===== src/verilog/boot_pkg.sv =====
package boot_pkg;

	// Bus and pin widths
	typedef logic [15:0] word_t;
	typedef logic [21:0] flash_addr_t;
	typedef logic [17:0] ram_addr_t;

	// Segment lines a to g with bit 0 as a
	typedef logic [6:0] seg_t;
	typedef logic [3:0] nibble_t;

	typedef enum logic [1:0] {
		COPY_IDLE,
		COPY_READ,
		COPY_WRITE,
		COPY_DONE
	} copy_state_t;

	// Shared by the flash read and SRAM write engines
	typedef enum logic [1:0] {
		CYCLE_IDLE,
		CYCLE_ACTIVE,
		CYCLE_FINISH
	} cycle_state_t;

endpackage


===== src/verilog/flash_reader.sv =====
`timescale 1ns/10ps

module flash_reader #(
	parameter int FLASH_WAIT = 3
) (
	input logic clk,
	input logic rst,
	input logic read,
	input boot_pkg::flash_addr_t flash_word_addr,
	input boot_pkg::word_t flash_data,
	output boot_pkg::flash_addr_t flash_addr,
	output logic flash_ce,
	output logic flash_oe,
	output logic ready,
	output boot_pkg::word_t rd_data
);
	import boot_pkg::*;

	localparam int CW = (FLASH_WAIT > 1) ? $clog2(FLASH_WAIT) : 1;

	cycle_state_t state;
	logic [CW-1:0] wait_cnt;
	logic last_wait;

	assign last_wait = (wait_cnt == CW'(FLASH_WAIT - 1));

	always_ff @(posedge clk) begin
		if (rst) begin
			state <= CYCLE_IDLE;
			wait_cnt <= '0;
		end else begin
			case (state)
				CYCLE_IDLE: begin
					if (read) begin
						state <= CYCLE_ACTIVE;
						wait_cnt <= '0;
					end
				end
				CYCLE_ACTIVE: begin
					if (last_wait)
						state <= CYCLE_FINISH;
					else
						wait_cnt <= wait_cnt + 1'b1;
				end
				default: state <= CYCLE_IDLE;
			endcase
		end
	end

	// Address latched at the strobe and bus sampled in the last enabled cycle
	always_ff @(posedge clk) begin
		if (state == CYCLE_IDLE && read)
			flash_addr <= flash_word_addr;
		if (state == CYCLE_ACTIVE && last_wait)
			rd_data <= flash_data;
	end

	assign flash_ce = (state != CYCLE_ACTIVE);
	assign flash_oe = (state != CYCLE_ACTIVE);
	assign ready = (state == CYCLE_FINISH);

endmodule


===== src/verilog/sram_writer.sv =====
`timescale 1ns/10ps

module sram_writer #(
	parameter int WRITE_CYCLES = 2
) (
	input logic clk,
	input logic rst,
	input logic write,
	input boot_pkg::ram_addr_t wr_addr,
	input boot_pkg::word_t wr_data,
	output boot_pkg::ram_addr_t ram_addr,
	output boot_pkg::word_t ram_data,
	output logic ram_en,
	output logic ram_we,
	output logic done
);
	import boot_pkg::*;

	localparam int CW = (WRITE_CYCLES > 1) ? $clog2(WRITE_CYCLES) : 1;

	cycle_state_t state;
	logic [CW-1:0] we_cnt;

	always_ff @(posedge clk) begin
		if (rst) begin
			state <= CYCLE_IDLE;
			we_cnt <= '0;
		end else begin
			case (state)
				CYCLE_IDLE: begin
					if (write) begin
						state <= CYCLE_ACTIVE;
						we_cnt <= '0;
					end
				end
				CYCLE_ACTIVE: begin
					if (we_cnt == CW'(WRITE_CYCLES - 1))
						state <= CYCLE_FINISH;
					else
						we_cnt <= we_cnt + 1'b1;
				end
				default: state <= CYCLE_IDLE;
			endcase
		end
	end

	// Held through the release cycle so the SRAM sees stable address and data
	always_ff @(posedge clk) begin
		if (state == CYCLE_IDLE && write) begin
			ram_addr <= wr_addr;
			ram_data <= wr_data;
		end
	end

	assign ram_en = (state != CYCLE_ACTIVE);
	assign ram_we = (state != CYCLE_ACTIVE);
	assign done = (state == CYCLE_FINISH);

endmodule


===== src/verilog/boot_copier.sv =====
`timescale 1ns/10ps

module boot_copier #(
	parameter boot_pkg::flash_addr_t FLASH_BASE = '0,
	parameter int BOOT_WORDS = 16
) (
	input logic clk,
	input logic rst,
	input logic ready,
	input boot_pkg::word_t rd_data,
	input logic done,
	output logic read,
	output boot_pkg::flash_addr_t flash_word_addr,
	output logic write,
	output boot_pkg::ram_addr_t wr_addr,
	output boot_pkg::word_t wr_data,
	output logic word_taken,
	output logic boot_done
);
	import boot_pkg::*;

	copy_state_t state;
	ram_addr_t index;
	logic last_word;

	assign last_word = (index == ram_addr_t'(BOOT_WORDS - 1));

	always_ff @(posedge clk) begin
		if (rst) begin
			state <= COPY_IDLE;
			index <= '0;
			read <= 1'b0;
			write <= 1'b0;
		end else begin
			read <= 1'b0;
			write <= 1'b0;
			case (state)
				COPY_IDLE: begin
					read <= 1'b1;
					state <= COPY_READ;
				end
				COPY_READ: begin
					if (ready) begin
						write <= 1'b1;
						state <= COPY_WRITE;
					end
				end
				COPY_WRITE: begin
					if (done) begin
						if (last_word) begin
							state <= COPY_DONE;
						end else begin
							// Next word read issued right after the write completes
							index <= index + 1'b1;
							read <= 1'b1;
							state <= COPY_READ;
						end
					end
				end
				default: state <= COPY_DONE;
			endcase
		end
	end

	always_ff @(posedge clk) begin
		if (state == COPY_READ && ready)
			wr_data <= rd_data;
	end

	assign flash_word_addr = FLASH_BASE + flash_addr_t'(index);
	assign wr_addr = index;
	assign word_taken = write;
	assign boot_done = (state == COPY_DONE);

endmodule


===== src/verilog/boot_display.sv =====
`timescale 1ns/10ps

module boot_display #(
	parameter int NUM_DIGITS = 2
) (
	input logic clk,
	input logic rst,
	input logic word_taken,
	input boot_pkg::word_t wr_data,
	input boot_pkg::ram_addr_t wr_addr,
	input logic boot_done,
	output boot_pkg::nibble_t [NUM_DIGITS-1:0] digits,
	output boot_pkg::word_t led
);
	import boot_pkg::*;

	word_t checksum;
	word_t digit_src;

	// Wraps modulo 2^16
	always_ff @(posedge clk) begin
		if (rst)
			checksum <= '0;
		else if (word_taken)
			checksum <= checksum + wr_data;
	end

	assign digit_src = boot_done ? checksum : word_t'(wr_addr);

	// Digit 0 carries the least significant nibble
	always_comb begin
		for (int i = 0; i < NUM_DIGITS; i++)
			digits[i] = digit_src[4*i +: 4];
	end

	assign led = checksum;

endmodule


===== src/verilog/seg_decoder.sv =====
`timescale 1ns/10ps

module seg_decoder (
	input boot_pkg::nibble_t digit,
	output boot_pkg::seg_t seg
);

	// Patterns as gfedcba
	always_comb begin
		case (digit)
			4'h0: seg = 7'h3f;
			4'h1: seg = 7'h06;
			4'h2: seg = 7'h5b;
			4'h3: seg = 7'h4f;
			4'h4: seg = 7'h66;
			4'h5: seg = 7'h6d;
			4'h6: seg = 7'h7d;
			4'h7: seg = 7'h07;
			4'h8: seg = 7'h7f;
			4'h9: seg = 7'h6f;
			4'ha: seg = 7'h77;
			4'hb: seg = 7'h7c;
			4'hc: seg = 7'h39;
			4'hd: seg = 7'h5e;
			4'he: seg = 7'h79;
			default: seg = 7'h71;
		endcase
	end

endmodule


===== src/verilog/boot_top.sv =====
`timescale 1ns/10ps

module boot_top #(
	parameter boot_pkg::flash_addr_t FLASH_BASE = '0,
	parameter int BOOT_WORDS = 16,
	parameter int FLASH_WAIT = 3,
	parameter int WRITE_CYCLES = 2,
	parameter int NUM_DIGITS = 2
) (
	input logic clk,
	input logic rst,
	input boot_pkg::word_t flash_data,
	output boot_pkg::flash_addr_t flash_addr,
	output logic flash_ce,
	output logic flash_oe,
	output boot_pkg::ram_addr_t ram_addr,
	output boot_pkg::word_t ram_data,
	output logic ram_en,
	output logic ram_we,
	output boot_pkg::seg_t [NUM_DIGITS-1:0] seg,
	output boot_pkg::word_t led,
	output logic boot_done
);
	import boot_pkg::*;

	// Copier to flash reader
	logic read;
	logic ready;
	flash_addr_t flash_word_addr;
	word_t rd_data;

	// Copier to SRAM writer and display
	logic write;
	logic done;
	logic word_taken;
	ram_addr_t wr_addr;
	word_t wr_data;

	nibble_t [NUM_DIGITS-1:0] digits;

	flash_reader #(
		.FLASH_WAIT(FLASH_WAIT)
	) __flash_reader (
		.clk(clk),
		.rst(rst),
		.read(read),
		.flash_word_addr(flash_word_addr),
		.flash_data(flash_data),
		.flash_addr(flash_addr),
		.flash_ce(flash_ce),
		.flash_oe(flash_oe),
		.ready(ready),
		.rd_data(rd_data)
	);

	sram_writer #(
		.WRITE_CYCLES(WRITE_CYCLES)
	) __sram_writer (
		.clk(clk),
		.rst(rst),
		.write(write),
		.wr_addr(wr_addr),
		.wr_data(wr_data),
		.ram_addr(ram_addr),
		.ram_data(ram_data),
		.ram_en(ram_en),
		.ram_we(ram_we),
		.done(done)
	);

	boot_copier #(
		.FLASH_BASE(FLASH_BASE),
		.BOOT_WORDS(BOOT_WORDS)
	) __boot_copier (
		.clk(clk),
		.rst(rst),
		.ready(ready),
		.rd_data(rd_data),
		.done(done),
		.read(read),
		.flash_word_addr(flash_word_addr),
		.write(write),
		.wr_addr(wr_addr),
		.wr_data(wr_data),
		.word_taken(word_taken),
		.boot_done(boot_done)
	);

	boot_display #(
		.NUM_DIGITS(NUM_DIGITS)
	) __boot_display (
		.clk(clk),
		.rst(rst),
		.word_taken(word_taken),
		.wr_data(wr_data),
		.wr_addr(wr_addr),
		.boot_done(boot_done),
		.digits(digits),
		.led(led)
	);

	for (genvar i = 0; i < NUM_DIGITS; i++) begin : digit_gen
		seg_decoder __seg_decoder (
			.digit(digits[i]),
			.seg(seg[i])
		);
	end

endmodule


===== config.mk =====
export PLATFORM = sky130hd
export DESIGN_NAME = boot_top
export DESIGN_NICKNAME = d
export VERILOG_FILES = /design/src/verilog/boot_pkg.sv /design/src/verilog/flash_reader.sv /design/src/verilog/sram_writer.sv /design/src/verilog/boot_copier.sv /design/src/verilog/boot_display.sv /design/src/verilog/seg_decoder.sv /design/src/verilog/boot_top.sv
export SDC_FILE = /design/constraint.sdc
export NUM_CORES = 1
export LEC_CHECK = 0
export BUFFER_PORTS_ARGS = -buffer_cell sky130_fd_sc_hd__buf_2
export CAP_MARGIN = 0
export CORE_ASPECT_RATIO = 0.8
export CORE_MARGIN = 4
export CORE_UTILIZATION = 50
export CTS_CLUSTER_SIZE = 24
export DETAILED_ROUTE_END_ITERATION = 8
export GPL_TIMING_DRIVEN = 0
export PLACE_DENSITY = 0.76
export SYNTH_ARGS = -nofsm -noshare
export SYNTH_HDL_FRONTEND = slang
export SYNTH_SLANG_ARGS = --single-unit

===== constraint.sdc =====
create_clock -name clk -period 2.8 [get_ports clk]
set_input_delay 0.28 -clock clk [delete_from_list [all_inputs] [get_ports clk]]
set_output_delay 0.28 -clock clk [all_outputs]
set_load 0.03 [all_outputs]

==> flow_metrics.tcl, run 1 <==
set metrics [dict create \
    start_util_pct 50.9 \
    grt_max_degree 19 \
    die-area_um2 13500 \
    ys_seq_area_share_pct 58.6 \
    antenna_cells 0 \
    endpoint_kind "primary output" \
    clk_latency_ns 0.42 \
    num_vias 4231 \
    critPathMaxFanout 10 \
    setup_viol 0 \
    cts.clk_slew.worst_paths_ns 0.06 \
    ys_types 64 \
    gp_congestion 0.899 \
    root_buffer "clkbuf_16" \
    grt_pass1_vias 4144 \
    finalSetupTns_ns 0 \
    fillers 884 \
    wl_um 13100 \
    ys_seq_elements 129 \
    postLayoutCoreUtil_pct 63.9 \
    wl_per_cell_um 16.6 \
    crit_type "register to primary output" \
    synthFlopType "edfxtp_1" \
    yosysWarnings 0 \
    route.detailed.drc 0 \
    io_pins 109 \
    nNetsFinal 675 \
    finalClockSkew_ns 0.0116 \
    drt_iter0_markers 245 \
    grt_usage_pct 20.0 \
    ant_nets 0 \
    required_ns 2.52 \
    antenna_found_initial 0 \
    synthCells 491 \
    cts_made_buffers 17 \
    startpoint_type "register" \
    hold_path_class "input pin to register" \
    portBuffers 104 \
    fp-row-count 35 \
    rsz0062_at_grt "yes" \
    worst_pin_slew_ns 0.967 \
    critPathArrivalTime_ns 2.40 \
    hpwl_um 9250 \
    core_um2 11500 \
    slew_headroom_pct 35.4 \
    via_per_inst 5.38 \
    postCtsHoldBufs 0 \
    clockBufferDepth 2 \
    power_mw 4.30 \
    dieWidth_um 129 \
    synth_edf_count 84 \
    grt_pass1_wl_um 21300 \
    cap_violations 0 \
    leakagePower_nw 2.94 \
    status "completed" \
    die_y_um 105 \
    area_delta_synth_final_pct 25.6 \
    cts.sinks 129 \
    fmax_mhz 373 \
    firstDrtPassIters 5 \
    maxSlewViolCount 0 \
    layout_min_cycle_time_ns 2.68 \
    post-route-period-util_pct 95.8 \
    cts_tree "built" \
    syn_area_per_cell_um2 11.9 \
    netlist_area_um2 5840 \
    hold_ws_ns 0.0370 \
    hold_viol_final 0 \
    seqCellArea_um2 3420 \
    multi_input_area_um2 2340 \
    power_density_nw_per_um2 587 \
    grt_overflow 0 \
    peakVddDrop_mv 0.665 \
    drive_above_1_share_pct 28.1 \
    htree_levels 4 \
    ys_async_sr_fraction_pct 0 \
]
routing by layer:
| layer | GRT usage (%) | vias to the layer above | wire length, um |
|---|---|---|---|
| li1 | - | 2068 | - |
| met4 | 5.55 | 0 | 108 |
| met1 | 28.5 | 2020 | 5970 |
| met5 | 0 | - | 0 |
| met2 | 30.4 | 137 | 6010 |
| met3 | 5.26 | 6 | 987 |
cell usage after synthesis, drive strengths merged, types with 2 or more instances:
cell,n,area (um^2)
a211oi,8,60.1
o32a,4,40.0
xnor2,7,61.3
nor4,2,33.8
nor2,54,203
mux2,4,45.0
o21ai,14,70.1
o211ai,2,15.0
dfxtp,45,901
a211o,2,17.5
or3,4,25.0
clkbuf,10,37.5
buf,12,72.6
o21a,3,22.5
inv,21,78.8
a2111oi,2,36.3
and2,3,18.8
nand2,19,73.8
and4,2,17.5
a31oi,3,18.8
nor2b,9,56.3
nor3,11,60.1
nand4,7,43.8
ha,31,388
a21o,9,67.6
nand3,15,75.1
mux2i,16,160
xor2,12,105
nand2b,11,68.8
or4,2,18.8
a21oi,35,175
nor3b,5,37.5
a21boi,3,26.3
edfxtp,84,2520
nand3b,2,15.0
power breakdown:
| group | switching (mW) | leakage, nW | internal (mW) |
|---|---|---|---|
| logic | 0.0748 | 1.52 | 0.0325 |
| registers | 0.00589 | 1.13 | 2.03 |
| clock network | 0.847 | 0.285 | 1.32 |
cells in the final DEF (no fill, tap or decap), drive strengths merged, types with 5 or more instances in the layout:
master    n
a211oi    8
nor3     11
nand4     7
a21o      9
o21ai    14
nand2    19
inv      24
xor2     12
nor2     54
buf     124
xnor2     7
edfxtp   84
nor3b     5
mux2i    16
nand3    15
nor2b     9
a21oi    35
clkbuf   27
clkinv    8
nand2b   11
ha       31
dfxtp    45
sequential cells by signal, indices dropped and copies added (netlist names):
register / cells
__flash_reader.rd_data: 16
__boot_copier.state: 2
__sram_writer.we_cnt: 1
__flash_reader.flash_addr: 18
__sram_writer.ram_data: 16
__boot_copier.wr_data: 16
__boot_copier.read: 1
__sram_writer.ram_addr: 18
__boot_display.led: 16
__sram_writer.state: 2
__boot_copier.word_taken: 1
__flash_reader.wait_cnt: 2
__boot_copier.wr_addr: 18
__flash_reader.state: 2
cells by family after synthesis:
logic type                 Yosys count  share of synthesized area (%)
xor gates and xnor gates            19                           2.85
muxes                               20                           3.52
buffers and inverters               43                           3.24
adders and majority gates           32                           6.99
other                                1                         0.0642
DFF                                129                           58.6
and+or+nand+nor                    151                           13.5
AOI/OAI and AO/OA                   96                           11.1
worst paths after layout:
kind | startpoint | to | slack (ns) | cells after the start
max reg2reg | __boot_display.led[4]$_SDFFE_PP0P_ | __boot_display.led[15]$_SDFFE_PP0P_ | 0.15 | 7
max | __boot_copier.state[1]$_SDFFE_PP0P_ | seg[8] | 0.12 | 8
min | flash_data[3] | __flash_reader.rd_data[3]$_DFFE_PP_ | 0.04 | 1
min reg2reg | __flash_reader.rd_data[1]$_DFFE_PP_ | __boot_copier.wr_data[1]$_DFFE_PP_ | 0.42 | 0
area by class of cell:
| cell class | instances | share of cell area [%] |
|---|---|---|
| clock inverters | 15 | 2.17 |
| clock buffers | 17 | 5.80 |
| multi-input cells | 322 | 31.9 |
| repair buffers | 112 | 8.34 |
| well taps | 148 | 2.53 |
| plain buffers | 22 | 1.52 |
| inverters | 21 | 1.08 |
| flip-flops and latches | 129 | 46.7 |
through the flow:
step	std cells	setup WS [ns]	instance area [um^2]
6_report	786	0.118	7330
5_1_grt	786	-0.0293	7330
4_1_cts	782	0.0000926	7290
3_5_place_dp	749	0.0967	6640
3_3_place_gp	746	-1.10	6550
2_1_floorplan	494	0.166	5850
repair_timing:
action                                  CTS  global route
gates resized for setup                  10             4
buffers inserted                          1             4
endpoints found under the setup margin   14            11
worst max-delay path, cell delays in order (launching register included):
cell and delay [ns]:
dfxtp_1 0.29, buf_2 0.18, nand2_8 0.18, mux2i_4 0.35
inv_1 0.13, ha_1 0.31, mux2i_1 0.14, o32a_1 0.20
buf_2 0.20
(Power assumes the default switching activity.)
==> inputs of run 2 (changes only) <==
--- a/config.mk
+++ b/config.mk
@@ -5,15 +5,15 @@
 export SDC_FILE = /design/constraint.sdc
 export NUM_CORES = 1
 export LEC_CHECK = 0
+export ABC_AREA = 1
 export BUFFER_PORTS_ARGS = -buffer_cell sky130_fd_sc_hd__buf_2
 export CAP_MARGIN = 0
 export CORE_ASPECT_RATIO = 0.8
 export CORE_MARGIN = 4
 export CORE_UTILIZATION = 50
-export CTS_CLUSTER_SIZE = 24
 export DETAILED_ROUTE_END_ITERATION = 8
 export GPL_TIMING_DRIVEN = 0
-export PLACE_DENSITY = 0.76
+export PLACE_DENSITY = 0.75
 export SYNTH_ARGS = -nofsm -noshare
 export SYNTH_HDL_FRONTEND = slang
 export SYNTH_SLANG_ARGS = --single-unit
==> run 2 against run 1 <==
  * First-iteration DRC count increased by 72%
  * Die area increased by 7.0%
  * Final area increased by 4.5%
  * Area after synthesis increased by 7.5%
  * Clock-buffer cell count increased by 2
  * Sequential cell count unchanged
  * Global-route usage increased by 0.39 points
  * Sequential power about the same
  * Via count increased by 17%
  * Critical path type unchanged
  * Critical endpoint is now seg[7]
==> flow_metrics.tcl, run 2 <==
set metrics [dict create \
    leakagePower_nw 3.35 \
    ys_types 33 \
    hold_depth 1 \
    endpoint_kind "primary output" \
    power_density_nw_per_um2 560 \
    antenna_cells 0 \
    required_ns 2.52 \
    hold_viol_final 0 \
    synth_top_cells_by_count "nand2_1, inv_1, edfxtp_1" \
    multi_input_area_um2 2360 \
    via_per_inst 4.92 \
    wl_um 14000 \
    synthCells 695 \
    grt_overflow 0 \
    critPathArrivalTime_ns 2.31 \
    clockBufferDepth 2 \
    portBuffers 103 \
    cts.clk_slew.worst_paths_ns 0.06 \
    dieWidth_um 133 \
    grt_pass1_wl_um 23300 \
    fillers 1039 \
    rsz0062_at_grt "no" \
    status "completed" \
    final_cells 1004 \
    post-route-period-util_pct 92.7 \
    seqCellArea_um2 3420 \
    num_vias 4936 \
    antenna_found_initial 0 \
    worst_pin_slew_ns 0.948 \
    layout_common_cells "nand2_1, inv_1, buf_2" \
    firstDrtPassIters 5 \
    cts.sinks 129 \
    post-synth-top-count-cell "nand2_1" \
    final_common_cell "nand2_1" \
    finalClockSkew_ns 0.0103 \
    maxSlewViolCount 0 \
    fp-row-count 36 \
    core_um2 12200 \
    post-cts-setup-buffer-count 0 \
    route.detailed.drc 0 \
    die_y_um 108 \
    syn_area_per_cell_um2 9.03 \
    io_pins 109 \
    yosysTopAreaCell "edfxtp_1" \
    yosys-top-cells-area "edfxtp_1, dfxtp_1, nand2_1" \
    slew_headroom_pct 36.8 \
    hpwl_um 10400 \
    drt_iter0_markers 421 \
    grt_pass1_vias 4830 \
    htree_levels 4 \
    setup_viol 0 \
    wl_per_cell_um 13.9 \
    dp_cells 973 \
    die-area_um2 14400 \
    gp_congestion 0.961 \
    hold_ws_ns 0.0363 \
    pre_cts_slack_ns 0.0685 \
    synthFlopType "edfxtp_1" \
    synth_edf_count 84 \
    peakVddDrop_mv 0.450 \
    clk_latency_ns 0.42 \
    cts_tree "built" \
    hold_path_class "input pin to register" \
    nNetsFinal 871 \
    ys_seq_area_share_pct 54.6 \
    finalWorstSetupSlack_ns 0.206 \
    drive_above_1_share_pct 22.8 \
    cts_made_buffers 17 \
    area_delta_synth_final_pct 22.1 \
    startpoint_type "register" \
    ys_seq_elements 129 \
    start_util_pct 51.4 \
    fmax_mhz 385 \
    ant_nets 0 \
    cap_violations 0 \
    crit_type "register to primary output" \
    yosysWarnings 0 \
    ys_async_sr_fraction_pct 0 \
    reg2regPathDepth 5 \
    layout_min_cycle_time_ns 2.59 \
    grt_usage_pct 20.4 \
    root_buffer "clkbuf_16" \
    critPathMaxFanout 10 \
    yosysTopAreaCellShare_pct 40.2 \
    finalSetupTns_ns 0 \
    grt_max_degree 35 \
    netlist_area_um2 6270 \
    postCtsHoldBufs 0 \
]
[run 2: changes by cell type after synthesis, moves of 8 or more]
cell      change
nand2_1     +148
inv_1        +83
nand3_1      +22
nor2_1       +17
mux2i_1      -16
nand2b_1     -11
nand2_2      +10
a21o_1        -9
a21oi_2       +9
nor2b_1       -9
a211oi_1      -8
[run 2: worst max-delay path: stages (launching register included)]
cell and delay (ns):
dfxtp_1 0.45, nand2_4 0.13, buf_4 0.21, o21ai_4 0.20, inv_1 0.13, ha_1 0.23, a21oi_1 0.19, o21ai_1 0.09
o21ai_1 0.07, buf_2 0.21
[run 2: cells by family (layout without fill, tap and decap cells)]
group	after synthesis	count (layout)	share of synthesized area, %
xor gates and xnor gates	15	15	2.09
adders and majority gates	32	32	6.50
buffers and inverters	130	265	8.63
AOI/OAI and AO/OA	79	79	7.62
and+or+nand+nor	309	309	20.5
other	1	4	0.0598
DFF	129	129	54.6
[run 2: what timing repair did]
action,in CTS,in global routing
resized for setup,2,6
hold endpoints to repair,0,0
setup endpoints to repair,8,8
[run 2: metrics by stage]
step / area (um^2) / total power [mW] / utilization (%)
6_report: 7660 / 4.29 / 62.8
5_1_grt: 7660 / 4.43 / 62.8
4_1_cts: 7630 / 4.33 / 62.5
3_5_place_dp: 7040 / 2.17 / 57.6
3_3_place_gp: 7020 / 2.16 / 57.5
2_1_floorplan: 6290 / 2.13 / -
[run 2: final cells by class]
cell class | instances | share of cell area [%]
Tap cell | 171 | 2.79
Multi-Input combinational cell | 439 | 30.8
Buffer | 19 | 1.63
Clock inverter | 12 | 1.76
Clock buffer | 19 | 5.91
Sequential cell | 129 | 44.7
Inverter | 111 | 5.44
Timing Repair Buffer | 104 | 6.99
[run 2: routing by layer]
metal | vias up | global-route usage, % | wire, um
met5 | - | 0 | 0
met4 | 0 | 6.17 | 128
met3 | 15 | 6.51 | 1010
met2 | 174 | 32.1 | 6330
met1 | 2251 | 27.3 | 6520
li1 | 2496 | - | -
[run 2: worst paths after layout]
path | from | to | slack, ns
setup / recovery | __boot_copier.state[1]$_SDFFE_PP0P_ | seg[7] | 0.21
hold / removal | flash_data[6] | __flash_reader.rd_data[6]$_DFFE_PP_ | 0.04
setup reg to reg | __boot_copier.word_taken$_SDFF_PP0_ | __sram_writer.ram_data[2]$_DFFE_PP_ | 0.59
hold reg to reg | __flash_reader.rd_data[14]$_DFFE_PP_ | __boot_copier.wr_data[14]$_DFFE_PP_ | 0.42
[run 2: where the power goes]
group | internal, mW | switching [mW] | total (mW)
Clock | 1.35 | 0.814 | 2.17
Sequential | 2.03 | 0.00506 | 2.03
Combinational | 0.0263 | 0.0692 | 0.0955
==> inputs of run 3 (changes only) <==
--- a/config.mk
+++ b/config.mk
@@ -5,7 +5,6 @@
 export SDC_FILE = /design/constraint.sdc
 export NUM_CORES = 1
 export LEC_CHECK = 0
-export ABC_AREA = 1
 export BUFFER_PORTS_ARGS = -buffer_cell sky130_fd_sc_hd__buf_2
 export CAP_MARGIN = 0
 export CORE_ASPECT_RATIO = 0.8
@@ -13,7 +12,7 @@
 export CORE_UTILIZATION = 50
 export DETAILED_ROUTE_END_ITERATION = 8
 export GPL_TIMING_DRIVEN = 0
-export PLACE_DENSITY = 0.75
+export PLACE_DENSITY = 0.76
 export SYNTH_ARGS = -nofsm -noshare
 export SYNTH_HDL_FRONTEND = slang
 export SYNTH_SLANG_ARGS = --single-unit
==> constraint.sdc (replaced) <==
create_clock -name clk -period 2.8 [get_ports clk]
set_input_delay 0.28 -clock clk [delete_from_list [all_inputs] [get_ports clk]]
set_output_delay 0.28 -clock clk [all_outputs]
set_load 0.02 [all_outputs]
==> run 3 against run 2 <==
  * Core utilization is 1.3 points higher
  * Critical path type is now register to register
  * Critical path depth is 2 lower
  * Die area is 6.5% lower
  * Non-clock buffer count is 13 higher
  * Worst hold slack better by 0.0012 ns
  * Largest cell class unchanged
  * Global-route usage is 0.45 points lower
  * Highest routed layer unchanged
==> flow_metrics.tcl, run 3 (synthesis gave the netlist of run 1 again) <==
set metrics [dict create \
    worst_pin_slew_ns 0.989 \
    place_area_um2 6640 \
    firstDrtPassIters 5 \
    area_delta_synth_final_pct 25.9 \
    wl_um 13100 \
    io_pins 109 \
    ant_nets 0 \
    finalWorstSetupSlack_ns 0.159 \
    setup_viol 0 \
    cp_top_family "compound AO/OA/AOI/OAI gates" \
    grt_pass1_wl_um 21200 \
    maxSlewViolCount 0 \
    clk_latency_ns 0.41 \
    via_per_inst 5.39 \
    postLayoutCoreUtil_pct 64.0 \
    gp_congestion 0.899 \
    power_density_nw_per_um2 585 \
    path_buf_inv 0 \
    grt_usage_pct 20.0 \
    nNetsFinal 677 \
    finalSetupTns_ns 0 \
    htree_levels 4 \
    crit_slowest_cell "dfxtp_1" \
    hpwl_um 9250 \
    fmax_mhz 379 \
    die-area_um2 13500 \
    start_util_pct 50.9 \
    drt_iter0_markers 242 \
    cts.sinks 129 \
    grt_overflow 0 \
    antenna_found_initial 0 \
    core_um2 11500 \
    dp_cells 749 \
    hold_ws_ns 0.0375 \
    peakVddDrop_mv 0.665 \
    drive_above_1_share_pct 28.3 \
    critPathArrivalTime_ns 2.94 \
    endpoint_kind "register" \
    fp-row-count 35 \
    num_vias 4247 \
    portBuffers 104 \
    path_cells "ha_1, a21oi_1, o211ai_1, a31o_1, a2111oi_0, a311o_1, mux2_1" \
    post-route-period-util_pct 94.3 \
    grt_max_degree 19 \
    grt_pass1_vias 4141 \
    cts.clk_slew.worst_paths_ns 0.06 \
    die_y_um 105 \
    leakagePower_nw 2.95 \
    required_ns 3.10 \
    cts_made_buffers 17 \
    root_buffer "clkbuf_16" \
    antenna_cells 0 \
    rsz0062_at_grt "no" \
    crit_type "register to register" \
    clockBufferDepth 2 \
    wl_per_cell_um 16.6 \
    pre_cts_slack_ns 0.130 \
    cap_violations 0 \
    hold_viol_final 0 \
    slew_headroom_pct 34.0 \
    critPathMaxFanout 5 \
    layout_common_cells "buf_2, edfxtp_1, nor2_1" \
    final_cells 788 \
    fin_area_um2 7350 \
    cp_slowest_stage_delay_ns 0.47 \
    cts_tree "built" \
    finalClockSkew_ns 0.00943 \
    dieWidth_um 129 \
    startpoint_type "register" \
    power_mw 4.30 \
    hold_path_class "input pin to register" \
    status "completed" \
    route.detailed.drc 0 \
    final_common_cell "buf_2" \
    layout_min_cycle_time_ns 2.64 \
]
-- run 3: cell count changes in the layout (fill, tap and decap cells not counted), moves of 8 or more --
cell      delta
a211oi_1     +8
a21o_1       +9
a21oi_2      -9
inv_1       -82
inv_2        -8
mux2i_1     +11
nand2_1    -148
nand2_2     -10
nand2b_1    +11
nand3_1     -22
nor2_1      -17
nor2b_1      +9
-- run 3: path summary, 6_finish.rpt --
check / start / to / slack (ns) / cells after the start
setup / recovery: __boot_display.led[4]$_SDFFE_PP0P_ / __boot_display.led[15]$_SDFFE_PP0P_ / 0.16 / 7
hold reg to reg: __flash_reader.rd_data[1]$_DFFE_PP_ / __boot_copier.wr_data[1]$_DFFE_PP_ / 0.42 / 0
hold / removal: flash_data[3] / __flash_reader.rd_data[3]$_DFFE_PP_ / 0.04 / 1
setup reg to reg: __boot_display.led[4]$_SDFFE_PP0P_ / __boot_display.led[15]$_SDFFE_PP0P_ / 0.16 / 7
-- run 3: worst register-to-register path, delay by kind of cell (launching register included) --
family	cells	cell delay (ns)
fa+ha+maj	1	0.32
compound gates	5	1.40
flops	1	0.47
mux	1	0.33
-- run 3: layout make-up --
cell class	count	area [um^2]
buffer	22	111
timing repair buffer	114	627
clock inverter	15	159
clock buffer	17	425
multi-input combinational	322	2340
tap	148	185
inverter	21	78.8
sequential	129	3420
fill	880	4130
-- run 3: timing repair --
action,in CTS,in global routing
hold buffers,0,0
setup buffers,0,7
setup endpoints to repair,14,12
resized for setup,10,4
-- run 3: power by group --
part | switching, mW | leakage, nW | internal [mW]
Clock | 0.851 | 0.285 | 1.32
Sequential | 0.00592 | 1.13 | 2.03
Combinational | 0.0634 | 1.53 | 0.0324
-- run 3: per-layer routing --
metal / global-route usage, % / up-vias / wire length, um
met5: 0 / - / 0
met4: 5.62 / 0 / 129
met3: 5.37 / 12 / 1020
met2: 30.2 / 148 / 6030
met1: 28.4 / 2015 / 5900
li1: - / 2072 / -
